[config.mk]
export PLATFORM = sky130hd
export DESIGN_NAME = pipeline_trace
export DESIGN_NICKNAME = d
export VERILOG_FILES = /design/src/source/trace_pkg.sv /design/src/source/id_tracker.sv /design/src/source/front_log.sv /design/src/source/back_log.sv /design/src/source/trace_assembler.sv /design/src/source/pipeline_trace.sv
export SDC_FILE = /design/constraint.sdc
export NUM_CORES = 1
export LEC_CHECK = 0
export BUFFER_PORTS_ARGS = -buffer_cell sky130_fd_sc_hd__clkbuf_2
export CAP_MARGIN = 0
export CORE_MARGIN = 2
export CORE_UTILIZATION = 40
export CTS_BUF_LIST = sky130_fd_sc_hd__clkbuf_16
export DETAILED_ROUTE_END_ITERATION = 12
export PLACE_DENSITY_LB_ADDON = 0.08
export SYNTH_ARGS = -nofsm -noshare
export SYNTH_HDL_FRONTEND = slang
export SYNTH_SLANG_ARGS = --single-unit
[constraint.sdc]
create_clock -name clk -period 6.3 [get_ports clk]
set_clock_uncertainty 0.1 [all_clocks]
set_input_delay 0.315 -clock clk [delete_from_list [all_inputs] [get_ports clk]]
set_output_delay 0.315 -clock clk [all_outputs]
set_load 0.1 [all_outputs]
[src/source/trace_pkg.sv]
// Assumes a five-stage in-order pipeline; cycle and sequence counters are 16 bits and wrap
package trace_pkg;

    //////////////////////////////////////////////////
    // Widths
    //////////////////////////////////////////////////

    // Sequence id and cycle counter widths
    localparam int SEQ_W   = 16;
    localparam int CYCLE_W = 16;

    // One event code per stage
    localparam int TAG_W   = 8;

    // Front-end stall counter, saturating
    localparam int STALL_W = 4;

    // Front table depth, larger than the five ids in flight
    localparam int LOG_DEPTH = 8;
    localparam int LOG_IDX_W = $clog2(LOG_DEPTH);

    //////////////////////////////////////////////////
    // Scalar types
    //////////////////////////////////////////////////

    typedef logic [SEQ_W-1:0]   seq_id_t;
    typedef logic [CYCLE_W-1:0] cycle_t;
    typedef logic [TAG_W-1:0]   event_tag_t;
    typedef logic [STALL_W-1:0] stall_cnt_t;

    // Stall count stops here
    localparam stall_cnt_t STALL_MAX = '1;

    //////////////////////////////////////////////////
    // Records
    //////////////////////////////////////////////////

    // Fetch and decode part of a record, 52 bits
    typedef struct packed {
        cycle_t     fetch_cycle;
        event_tag_t fetch_tag;
        cycle_t     decode_cycle;
        event_tag_t decode_tag;
        stall_cnt_t stall_cnt;
    } front_entry_t;

    // Execute and memory part of a record, 48 bits
    typedef struct packed {
        cycle_t     exec_cycle;
        event_tag_t exec_tag;
        cycle_t     mem_cycle;
        event_tag_t mem_tag;
    } back_entry_t;

    // Full retired-instruction record, 140 bits
    typedef struct packed {
        seq_id_t      seq_id;
        front_entry_t front;
        back_entry_t  back;
        cycle_t       wb_cycle;
        event_tag_t   wb_tag;
    } trace_rec_t;

    // Occupancy of one pipeline stage
    typedef struct packed {
        logic    valid;
        seq_id_t id;
    } stage_pos_t;

endpackage

[src/source/id_tracker.sv]
// Flush squashes fetch, decode and the slot into execute; no new fetch on a flush or stall cycle
module id_tracker
    import trace_pkg::*;
(
    input  logic       clk,
    input  logic       rst,
    input  logic       fetch_en,
    input  logic       stall,
    input  logic       flush,
    output stage_pos_t pos_f,
    output stage_pos_t pos_d,
    output stage_pos_t pos_e,
    output stage_pos_t pos_m,
    output stage_pos_t pos_w,
    output cycle_t     cycle
);

    // Id handed to the next fetched instruction
    seq_id_t next_id;

    // Front end moves this cycle
    logic front_adv;
    // New instruction is captured into fetch
    logic take_fetch;

    // Flush wins over stall
    assign front_adv  = !flush && !stall;
    assign take_fetch = front_adv && fetch_en;

    //////////////////////////////////////////////////
    // Counters
    //////////////////////////////////////////////////

    always_ff @(posedge clk) begin
        if (rst) begin
            cycle   <= '0;
            next_id <= '0;
        end else begin
            // Free-running time base, wraps
            cycle <= cycle + 1'b1;
            // Ids only advance on an accepted fetch
            if (take_fetch) begin
                next_id <= next_id + 1'b1;
            end
        end
    end

    //////////////////////////////////////////////////
    // Front stages
    //////////////////////////////////////////////////

    always_ff @(posedge clk) begin
        if (rst) begin
            pos_f <= '0;
            pos_d <= '0;
        end else if (flush) begin
            // Squash both front slots, ids kept but dead
            pos_f.valid <= 1'b0;
            pos_d.valid <= 1'b0;
        end else if (front_adv) begin
            // Fetch slot shows the next id even when empty
            pos_f.valid <= fetch_en;
            pos_f.id    <= next_id;
            pos_d       <= pos_f;
        end
        // Stall falls through and holds both slots
    end

    //////////////////////////////////////////////////
    // Back stages
    //////////////////////////////////////////////////

    always_ff @(posedge clk) begin
        if (rst) begin
            pos_e <= '0;
            pos_m <= '0;
            pos_w <= '0;
        end else begin
            if (front_adv) begin
                pos_e <= pos_d;
            end else begin
                // Bubble on stall, squashed decode on flush
                pos_e.valid <= 1'b0;
            end
            // Memory and write-back never hold
            pos_m <= pos_e;
            pos_w <= pos_m;
        end
    end

endmodule

[src/source/front_log.sv]
// Table holds one entry per low id bits; an entry is reused once its id is eight ids old
module front_log
    import trace_pkg::*;
(
    input  logic                 clk,
    input  logic                 rst,
    input  logic                 stall,
    input  stage_pos_t           pos_f,
    input  stage_pos_t           pos_d,
    input  cycle_t               cycle,
    input  event_tag_t           fetch_tag,
    input  event_tag_t           decode_tag,
    input  logic [LOG_IDX_W-1:0] rd_idx,
    output front_entry_t         rd_entry
);

    // Per-instruction front data, indexed by id
    front_entry_t log_mem [LOG_DEPTH];

    // Stage occupancy one cycle back
    stage_pos_t prev_f;
    stage_pos_t prev_d;

    // First cycle of an instruction in the stage
    logic f_enter;
    logic d_enter;

    logic [LOG_IDX_W-1:0] f_idx;
    logic [LOG_IDX_W-1:0] d_idx;

    // Count up to STALL_MAX and stay there
    function automatic stall_cnt_t sat_inc(input stall_cnt_t v);
        return (v == STALL_MAX) ? v : v + 1'b1;
    endfunction

    //////////////////////////////////////////////////
    // Entry detection
    //////////////////////////////////////////////////

    always_ff @(posedge clk) begin
        if (rst) begin
            prev_f <= '0;
            prev_d <= '0;
        end else begin
            prev_f <= pos_f;
            prev_d <= pos_d;
        end
    end

    // New id, or the slot was empty last cycle
    assign f_enter = pos_f.valid && (!prev_f.valid || (prev_f.id != pos_f.id));
    assign d_enter = pos_d.valid && (!prev_d.valid || (prev_d.id != pos_d.id));

    assign f_idx = pos_f.id[LOG_IDX_W-1:0];
    assign d_idx = pos_d.id[LOG_IDX_W-1:0];

    //////////////////////////////////////////////////
    // Table writes
    //////////////////////////////////////////////////

    // Fetch and decode ids always differ, so no write clash
    always_ff @(posedge clk) begin
        if (pos_f.valid) begin
            // Tag rewritten each cycle, last one sticks
            log_mem[f_idx].fetch_tag <= fetch_tag;
            if (f_enter) begin
                log_mem[f_idx].fetch_cycle <= cycle;
                // Fresh count for a new instruction
                log_mem[f_idx].stall_cnt   <= stall ? stall_cnt_t'(1) : '0;
            end else if (stall) begin
                log_mem[f_idx].stall_cnt <= sat_inc(log_mem[f_idx].stall_cnt);
            end
        end
        if (pos_d.valid) begin
            log_mem[d_idx].decode_tag <= decode_tag;
            if (d_enter) begin
                log_mem[d_idx].decode_cycle <= cycle;
            end
            // Keeps adding on top of the fetch count
            if (stall) begin
                log_mem[d_idx].stall_cnt <= sat_inc(log_mem[d_idx].stall_cnt);
            end
        end
    end

    // Combinational read for the assembler
    assign rd_entry = log_mem[rd_idx];

endmodule

[src/source/back_log.sv]
// Execute and memory data follow the instruction one stage at a time; no hold, no stall
module back_log
    import trace_pkg::*;
(
    input  logic        clk,
    input  logic        rst,
    input  stage_pos_t  pos_e,
    input  stage_pos_t  pos_m,
    input  cycle_t      cycle,
    input  event_tag_t  exec_tag,
    input  event_tag_t  mem_tag,
    output back_entry_t wb_entry
);

    //////////////////////////////////////////////////
    // Memory-stage register
    //////////////////////////////////////////////////

    // Execute data of the instruction now in memory
    cycle_t     exec_cycle_m;
    event_tag_t exec_tag_m;

    always_ff @(posedge clk) begin
        if (rst) begin
            exec_cycle_m <= '0;
            exec_tag_m   <= '0;
        end else if (pos_e.valid) begin
            // Execute lasts one cycle, sample it here
            exec_cycle_m <= cycle;
            exec_tag_m   <= exec_tag;
        end
    end

    //////////////////////////////////////////////////
    // Write-back-stage register
    //////////////////////////////////////////////////

    // Memory slot is pos_e of the previous cycle,
    // so the data above belongs to pos_m here
    always_ff @(posedge clk) begin
        if (rst) begin
            wb_entry <= '0;
        end else if (pos_m.valid) begin
            wb_entry.exec_cycle <= exec_cycle_m;
            wb_entry.exec_tag   <= exec_tag_m;
            // Memory data joins on the way into write-back
            wb_entry.mem_cycle  <= cycle;
            wb_entry.mem_tag    <= mem_tag;
        end
        // Bubbles leave the last entry in place
    end

endmodule

[src/source/trace_assembler.sv]
// One record per retired instruction, one cycle after write-back; no back-pressure
module trace_assembler
    import trace_pkg::*;
(
    input  logic                 clk,
    input  logic                 rst,
    input  stage_pos_t           pos_w,
    input  cycle_t               cycle,
    input  event_tag_t           wb_tag,
    input  front_entry_t         front,
    input  back_entry_t          back,
    output logic [LOG_IDX_W-1:0] rd_idx,
    output logic                 trace_valid,
    output trace_rec_t           trace_rec
);

    //////////////////////////////////////////////////
    // Front table lookup
    //////////////////////////////////////////////////

    // Low id bits select the table entry
    assign rd_idx = pos_w.id[LOG_IDX_W-1:0];

    //////////////////////////////////////////////////
    // Output register
    //////////////////////////////////////////////////

    // Strobe follows write-back occupancy
    always_ff @(posedge clk) begin
        if (rst) begin
            trace_valid <= 1'b0;
        end else begin
            trace_valid <= pos_w.valid;
        end
    end

    // Record payload, only loaded on a real retire
    always_ff @(posedge clk) begin
        if (pos_w.valid) begin
            trace_rec.seq_id   <= pos_w.id;
            trace_rec.front    <= front;
            trace_rec.back     <= back;
            // Write-back is a single cycle
            trace_rec.wb_cycle <= cycle;
            trace_rec.wb_tag   <= wb_tag;
        end
    end

endmodule

[src/source/pipeline_trace.sv]
// Trace unit top; record is a single-cycle pulse, squashed instructions give no record
module pipeline_trace
    import trace_pkg::*;
(
    input  logic       clk,
    input  logic       rst,
    input  logic       fetch_en,
    input  logic       stall,
    input  logic       flush,
    input  event_tag_t fetch_tag,
    input  event_tag_t decode_tag,
    input  event_tag_t exec_tag,
    input  event_tag_t mem_tag,
    input  event_tag_t wb_tag,
    output logic       trace_valid,
    output trace_rec_t trace_rec
);

    // Stage occupancy and time base
    stage_pos_t pos_f;
    stage_pos_t pos_d;
    stage_pos_t pos_e;
    stage_pos_t pos_m;
    stage_pos_t pos_w;
    cycle_t     cycle;

    // Log results toward the assembler
    logic [LOG_IDX_W-1:0] rd_idx;
    front_entry_t         front_entry;
    back_entry_t          back_entry;

    //////////////////////////////////////////////////
    // Sequencing
    //////////////////////////////////////////////////

    id_tracker i_id_tracker (
        .clk      (clk),
        .rst      (rst),
        .fetch_en (fetch_en),
        .stall    (stall),
        .flush    (flush),
        .pos_f    (pos_f),
        .pos_d    (pos_d),
        .pos_e    (pos_e),
        .pos_m    (pos_m),
        .pos_w    (pos_w),
        .cycle    (cycle)
    );

    //////////////////////////////////////////////////
    // Logs and assembly
    //////////////////////////////////////////////////

    front_log i_front_log (
        .clk        (clk),
        .rst        (rst),
        .stall      (stall),
        .pos_f      (pos_f),
        .pos_d      (pos_d),
        .cycle      (cycle),
        .fetch_tag  (fetch_tag),
        .decode_tag (decode_tag),
        .rd_idx     (rd_idx),
        .rd_entry   (front_entry)
    );

    back_log i_back_log (
        .clk      (clk),
        .rst      (rst),
        .pos_e    (pos_e),
        .pos_m    (pos_m),
        .cycle    (cycle),
        .exec_tag (exec_tag),
        .mem_tag  (mem_tag),
        .wb_entry (back_entry)
    );

    trace_assembler i_trace_assembler (
        .clk         (clk),
        .rst         (rst),
        .pos_w       (pos_w),
        .cycle       (cycle),
        .wb_tag      (wb_tag),
        .front       (front_entry),
        .back        (back_entry),
        .rd_idx      (rd_idx),
        .trace_valid (trace_valid),
        .trace_rec   (trace_rec)
    );

endmodule

==> results.yml, run 1 <==
min_path:
  hold_path_class: "in -> reg"
  hold_end: "i_id_tracker.cycle[0]$_SDFF_PP0_"
  hold_depth: 2
  holdCritStartpoint: "rst"
drt:
  wl_per_cell_microns: 21.39
  routed-via-count: 15030
  vias_per_cell: 5.131
  drtAntennaViolNets: 0
  dr.first_iter.drc_count: 970
  drc_errors: 0
  dr.pass1.iters: 5
  routed_wl_microns: 62680
place:
  placed_cell_area_sq_um: 30970
  place_ws_ns: 3.115
  gp_congestion: 0.8006
  io_buffers: 185
  dpl.hpwl_microns: 37090
timing:
  timing.final.ws_setup_ns: 3.110
  fin_crit_sh_pct: 50.63
  worstMarginPinSlew_ns: 1.138
  finalSetupViolations: 0
  rsz0062_at_grt: "no"
  final-hold-violation-count: 0
  setup_tns_ns: 0
  fmax_mhz: 313.5
  maxSlewHeadroom_pct: 23.32
  fin_crit_ns: 3.190
  slew_viol_final: 0
clocking:
  clk_transition_reported_paths_ns: 0.06
  htreeDepth: 3
  cts_buffer_depth: 3
  clkSinkCount: 786
  numCtsBuffers: 85
  clk_latency_ns: 0.62
  post-cts-setup-buffers: 0
  cts_resized: 0
  cts_hold_buf: 42
  clock-root-buffer: "clkbuf_16"
  cts_tree: "done"
synthesis:
  postSynth.asyncResetShare_pct: 0
  syn_area_sq_um: 28950
  synth_area_leaders: "edfxtp_1 (58%), dfxtp_1 (16%), mux4_2 (8.9%)"
  yosys_warnings: 0
  synth_top_cell_by_area: "edfxtp_1"
  synthFlopType: "edfxtp_1"
  synth_top_area_share_pct: 57.66
  synth_edf_count: 556
  yosysSeqAreaShare_pct: 73.57
  synth_cells: 1652
  synth_seq_cells: 786
  ys_types: 48
  synth_area_per_cell_sq_um: 17.53
  synth_fp_nets: 1701
final_layout:
  syn_to_final_growth_pct: 17.99
  postLayoutCellArea_sq_um: 34160
  seqCellArea_sq_um: 21310
  n_fill_cell: 6213
  drive_above_1_share_pct: 26.44
  final_core_util_pct: 47.71
  nNetsFinal: 1955
  multi_input_area_sq_um: 7222
worst_setup_path:
  cp.arrival_ns: 3.43
  crit_buf_inv: 1
  r2r_end: "i_front_log.log_mem[7][1]$_DFFE_PP_"
  rrSetupSlack_ns: 3.11
  path_cells: "mux4_2 > mux2i_1 > inv_1 > ha_1 > o41ai_1 > a211oi_1 > o21ai_1 > o22ai_1"
  crit_family: "compound AO/OA/AOI/OAI gates"
  ff2ff_path_depth: 8
  cpPeakStageDelay_ns: 0.74
  criticalPathCategory: "reg -> reg"
  crit_slowest_cell: "dfxtp_1"
  cp-end-kind: "register"
  cp-start-kind: "register"
  cp_max_fo: 13
  cp.required_ns: 6.54
floorplan:
  die-area_sq_um: 74550
  core_sq_um: 71610
  fp.dieW_microns: 273.0
  start_util_pct: 40.43
  die_h_microns: 273.0
  io_pins: 186
  placementRows: 98
global_route:
  track_usage_pct: 16.92
  antenna_found_initial: 1
  grt_max_degree: 94
  grt_overflow: 0
  grt_pass1_vias: 15430
  grt_pass1_wl_microns: 95480
pwr:
  power.density_nw_per_um2: 315.2
  p_leak_uw: 0.01187
  peakVddDrop_v: 0.0001938
  total_power_uw: 10770
status:
  status: "completed"
run:
  maxCapViolCount: 0
[Yosys cell counts (all sizes together), types with 2 or more instances]
cell / count
mux2i: 91
nor3: 7
and3: 7
buf: 25
a21oi: 5
ha: 4
nor2b: 76
nor4: 5
nand4: 9
or2: 2
dfxtp: 230
and4: 2
nand3: 30
o22ai: 25
o21ai: 18
nand2b: 2
edfxtp: 556
xor2: 38
nor2: 126
clkbuf: 64
mux2: 57
nand2: 41
nor3b: 2
mux4: 119
xnor2: 22
o22a: 48
or3: 5
inv: 23
[how the worst max path moves through the flow]
stage                                           start                                       end  slack, ns  cells after the start
floorplan           i_id_tracker.pos_w[16]$_SDFF_PP0_  i_trace_assembler.trace_rec[0]$_DFFE_PP_       2.34                      0
global placement                             register       i_front_log.log_mem[1][0]$_DFFE_PP_       3.22                      9
detailed placement                           register       i_front_log.log_mem[4][0]$_DFFE_PP_       3.11                      9
CTS                                          register       i_front_log.log_mem[4][0]$_DFFE_PP_       3.12                      9
global route                                 register       i_front_log.log_mem[4][0]$_DFFE_PP_       2.92                      9
finish                                       register       i_front_log.log_mem[7][1]$_DFFE_PP_       3.11                      8
[layout make-up]
type                            count  area share (%)
Antenna cell                        2         0.01465
Clock buffer                       90           6.593
Clock inverter                     69           1.494
Inverter                           23          0.2527
Multi-Input combinational cell    754           21.14
Sequential cell                   786           62.39
Tap cell                          950           3.479
Timing Repair Buffer              256           4.633
[sequential cells by signal (all words and copies together), names as in the netlist, 16 cells and up, named ones only]
register                     flops
i_id_tracker.next_id            16
i_back_log.exec_cycle_m         16
i_id_tracker.cycle              16
i_back_log.wb_entry             48
i_id_tracker.pos_e              17
i_id_tracker.pos_w              17
i_id_tracker.pos_f              17
i_front_log.prev_d              17
i_front_log.log_mem            416
i_trace_assembler.trace_rec    140
i_front_log.prev_f              17
i_id_tracker.pos_d              17
i_id_tracker.pos_m              17
[through the flow]
stage / cells / hold slack [ns]
after floorplan: 1652 / 0.2855
final: 2930 / 0.08062
after detailed placement: 2727 / 0.2887
after global routing: 2928 / 0.09078
after CTS: 2928 / 0.05493
after global placement: 2727 / 0.2905
[per-layer routing]
layer | GRT usage [%] | up-vias | share of wire (%)
met5 | 0 | - | 0
met4 | 4.861 | 0 | 1.8
met3 | 3.972 | 82 | 5.7
li1 | - | 6855 | -
met2 | 27.02 | 365 | 48
met1 | 23.19 | 7731 | 45
[logic make-up after synthesis]
| family | Yosys count | synth area share (%) |
|---|---|---|
| AO/OA/AOI/OAI | 102 | 2.675 |
| XOR/XNOR | 60 | 1.815 |
| AND/OR/NAND/NOR | 321 | 5.514 |
| flip-flops | 786 | 73.57 |
| buffers and inverters | 112 | 1.517 |
| adder cells (fa/ha/maj) | 4 | 0.1729 |
| multiplexers | 267 | 14.74 |
[cell usage in the layout (no fill, tap or decap), drive strengths merged, types with 9 or more instances in the layout]
master / instances
nor2b: 76
edfxtp: 556
o22ai: 25
dfxtp: 230
mux4: 119
clkinv: 31
clkbuf: 274
mux2: 57
xor2: 38
nand2: 41
dlygate4sd3: 42
nand3: 30
mux2i: 91
inv: 50
xnor2: 22
o21ai: 18
nand4: 9
nor2: 126
buf: 30
o22a: 48
[power breakdown]
group / switching (uW) / internal [uW]
Clock: 1990 / 2870
Combinational: 158 / 152
Sequential: 59.4 / 5540
Total: 2210 / 8560
Power figures use the tool's default switching activity.
==> run 2, diff against run 1 <==
==> constraint.sdc (replaced) <==
create_clock -name clk -period 3.3 [get_ports clk]
set_clock_uncertainty 0.1 [all_clocks]
set_input_delay 0.165 -clock clk [delete_from_list [all_inputs] [get_ports clk]]
set_output_delay 0.165 -clock clk [all_outputs]
set_load 0.1 [all_outputs]
==> run 2 against run 1 <==
Compared with the run above:
- register-to-register slack worse by 2.9 ns
- global-route usage grew 0.48 points
- routed wire length increased by 2.3%
- hold slack better by 0.068 ns
- flip-flop and latch count is the same
- sequential power is 91% higher
- combinational power grew 120%
- non-clock buffer count is 54 higher
- core utilization grew 0.64 points
- clock-buffer cell count shrank 5
- clock power grew 88%
- largest cell class unchanged
- largest power group unchanged
==> results.yml, run 2 (synthesis results as in run 1) <==
drt:
  routed_wl_microns: 64130
  drtAntennaViolNets: 0
  vias_per_cell: 5.084
  routed-via-count: 15140
  dr.pass1.iters: 5
  dr.first_iter.drc_count: 1047
  drc_errors: 0
  wl_per_cell_microns: 21.53
floorplan:
  start_util_pct: 40.43
  fp.dieW_microns: 273.0
  die_h_microns: 273.0
  io_pins: 186
  die-area_sq_um: 74550
  core_sq_um: 71610
  placementRows: 98
global_route:
  grt_pass1_wl_microns: 97300
  grt_max_degree: 85
  grt_overflow: 0
  track_usage_pct: 17.40
  antenna_found_initial: 3
  grt_pass1_vias: 15630
clocking:
  cts_tree: "done"
  post-cts-setup-buffers: 0
  numCtsBuffers: 84
  clk_transition_reported_paths_ns: 0.06
  cts_buffer_depth: 3
  clock-root-buffer: "clkbuf_16"
  htreeDepth: 3
  clk_latency_ns: 0.63
  clkSinkCount: 786
timing:
  fmax_mhz: 318.8
  fin_crit_sh_pct: 95.06
  slew_viol_final: 0
  finalSetupViolations: 0
  final-hold-violation-count: 0
  worstMarginPinSlew_ns: 1.192
  rsz0062_at_grt: "no"
  fin_crit_ns: 3.137
  setup_tns_ns: 0
  maxSlewHeadroom_pct: 19.68
  timing.final.ws_setup_ns: 0.1629
status:
  status: "completed"
final_layout:
  regMostFlops: "i_front_log.log_mem"
  antennaDiodeCount: 0
  drive_above_1_share_pct: 28.14
  largest_reg_flops: 416
  syn_to_final_growth_pct: 19.56
  layout_commonest_cell: "edfxtp_1"
  nNetsFinal: 2008
  n_fill_cell: 6152
  postLayoutCellArea_sq_um: 34620
  layout_common_cells: "edfxtp_1 (556), dfxtp_1 (224), clkbuf_2 (184), nor2_1 (125), mux4_2 (115)"
  reg.largest.list: "i_front_log.log_mem (416), i_trace_assembler.trace_rec (140), i_back_log.wb_entry (48)"
worst_setup_path:
  cpPeakStageDelay_ns: 0.61
  path_cells: "mux4_1 > mux2i_2 > inv_1 > ha_1 > inv_1 > or4_1 > xnor2_1 > nor4b_4 > o22ai_1"
  cp-start-kind: "register"
  cp_max_fo: 8
  criticalPathCategory: "reg -> reg"
  cp-end-kind: "register"
  cp.arrival_ns: 3.37
  crit_slowest_cell: "mux4_1"
  cp.required_ns: 3.54
  cp.depth: 9
  crit_buf_inv: 2
  crit_family: "multiplexers"
  ff2ff_path_depth: 9
  cpMostUsedCell: "inv_1"
run:
  maxCapViolCount: 0
pwr:
  p_leak_uw: 0.01213
  power.density_nw_per_um2: 591.5
  peakVddDrop_v: 0.0004330
place:
  place_ws_ns: 0.1944
  gp_congestion: 0.8511
  io_buffers: 185
  placed_cell_area_sq_um: 31450
  dpl.hpwl_microns: 39080
min_path:
  hold_depth: 2
  hold_path_class: "in -> reg"
==> run 2: cell types whose count changed in the layout (fill, tap and decap cells not counted), moves of 2 or more <==
cell / before / now
clkinv_8: 1 / 3
inv_1: 46 / 44
buf_4: 28 / 72
clkbuf_16: 90 / 85
clkinv_1: 15 / 18
inv_2: 2 / 0
diode_2: 2 / 0
dlygate4sd3_1: 42 / 45
buf_12: 1 / 8
==> run 2: metrics by stage <==
stage	hold slack [ns]	std cells	total power [uW]	utilization, %
2_1_floorplan	0.1443	1652	11280	-
3_3_place_gp	0.2413	2778	11500	43.91
3_5_place_dp	0.2436	2778	11510	43.91
4_1_cts	0.1124	2979	20770	48.34
5_1_grt	0.1270	2979	21200	48.34
6_report	0.1491	2979	20480	48.34
==> run 2: final cells by class <==
class                   count  area (sq um)  share of cell area (%)
clock inverters            71         594.3                   1.717
clock buffers              85          2127                   6.144
well taps                 950          1189                   3.434
inverters                  23         86.33                  0.2494
flip-flops and latches    786         21320                   61.57
repair buffers            310          2083                   6.018
multi-input cells         754          7222                   20.86
==> run 2: final timing paths <==
path | from | endpoint | slack, ns
worst min register to register | i_id_tracker.pos_w[8]$_SDFF_PP0_ | i_trace_assembler.trace_rec[132]$_DFFE_PP_ | 0.31
worst max register to register | register | i_front_log.log_mem[6][0]$_DFFE_PP_ | 0.16
worst max-delay path | register | i_front_log.log_mem[6][0]$_DFFE_PP_ | 0.16
worst min-delay path | wb_tag[2] | i_trace_assembler.trace_rec[2]$_DFFE_PP_ | 0.15
==> run 2: what timing repair did <==
action                                 CTS  global route
endpoints found under the hold margin  222             0
gates resized for setup                  0             0
hold buffers                            45             0
==> run 2: routing by layer <==
layer | GRT usage [%] | wire [microns] | vias up | share of wire (%)
met5 | 0 | 0 | - | 0
met4 | 5.421 | 1691 | 0 | 2.6
met3 | 3.506 | 2845 | 115 | 4.4
met2 | 28.07 | 30300 | 330 | 47
met1 | 23.82 | 29290 | 7762 | 46
li1 | - | - | 6937 | -
==> run 2: where the power goes <==
part	internal, uW	switching, uW
clock	5330	3810
sequential	10600	78.5
combinational	320	350
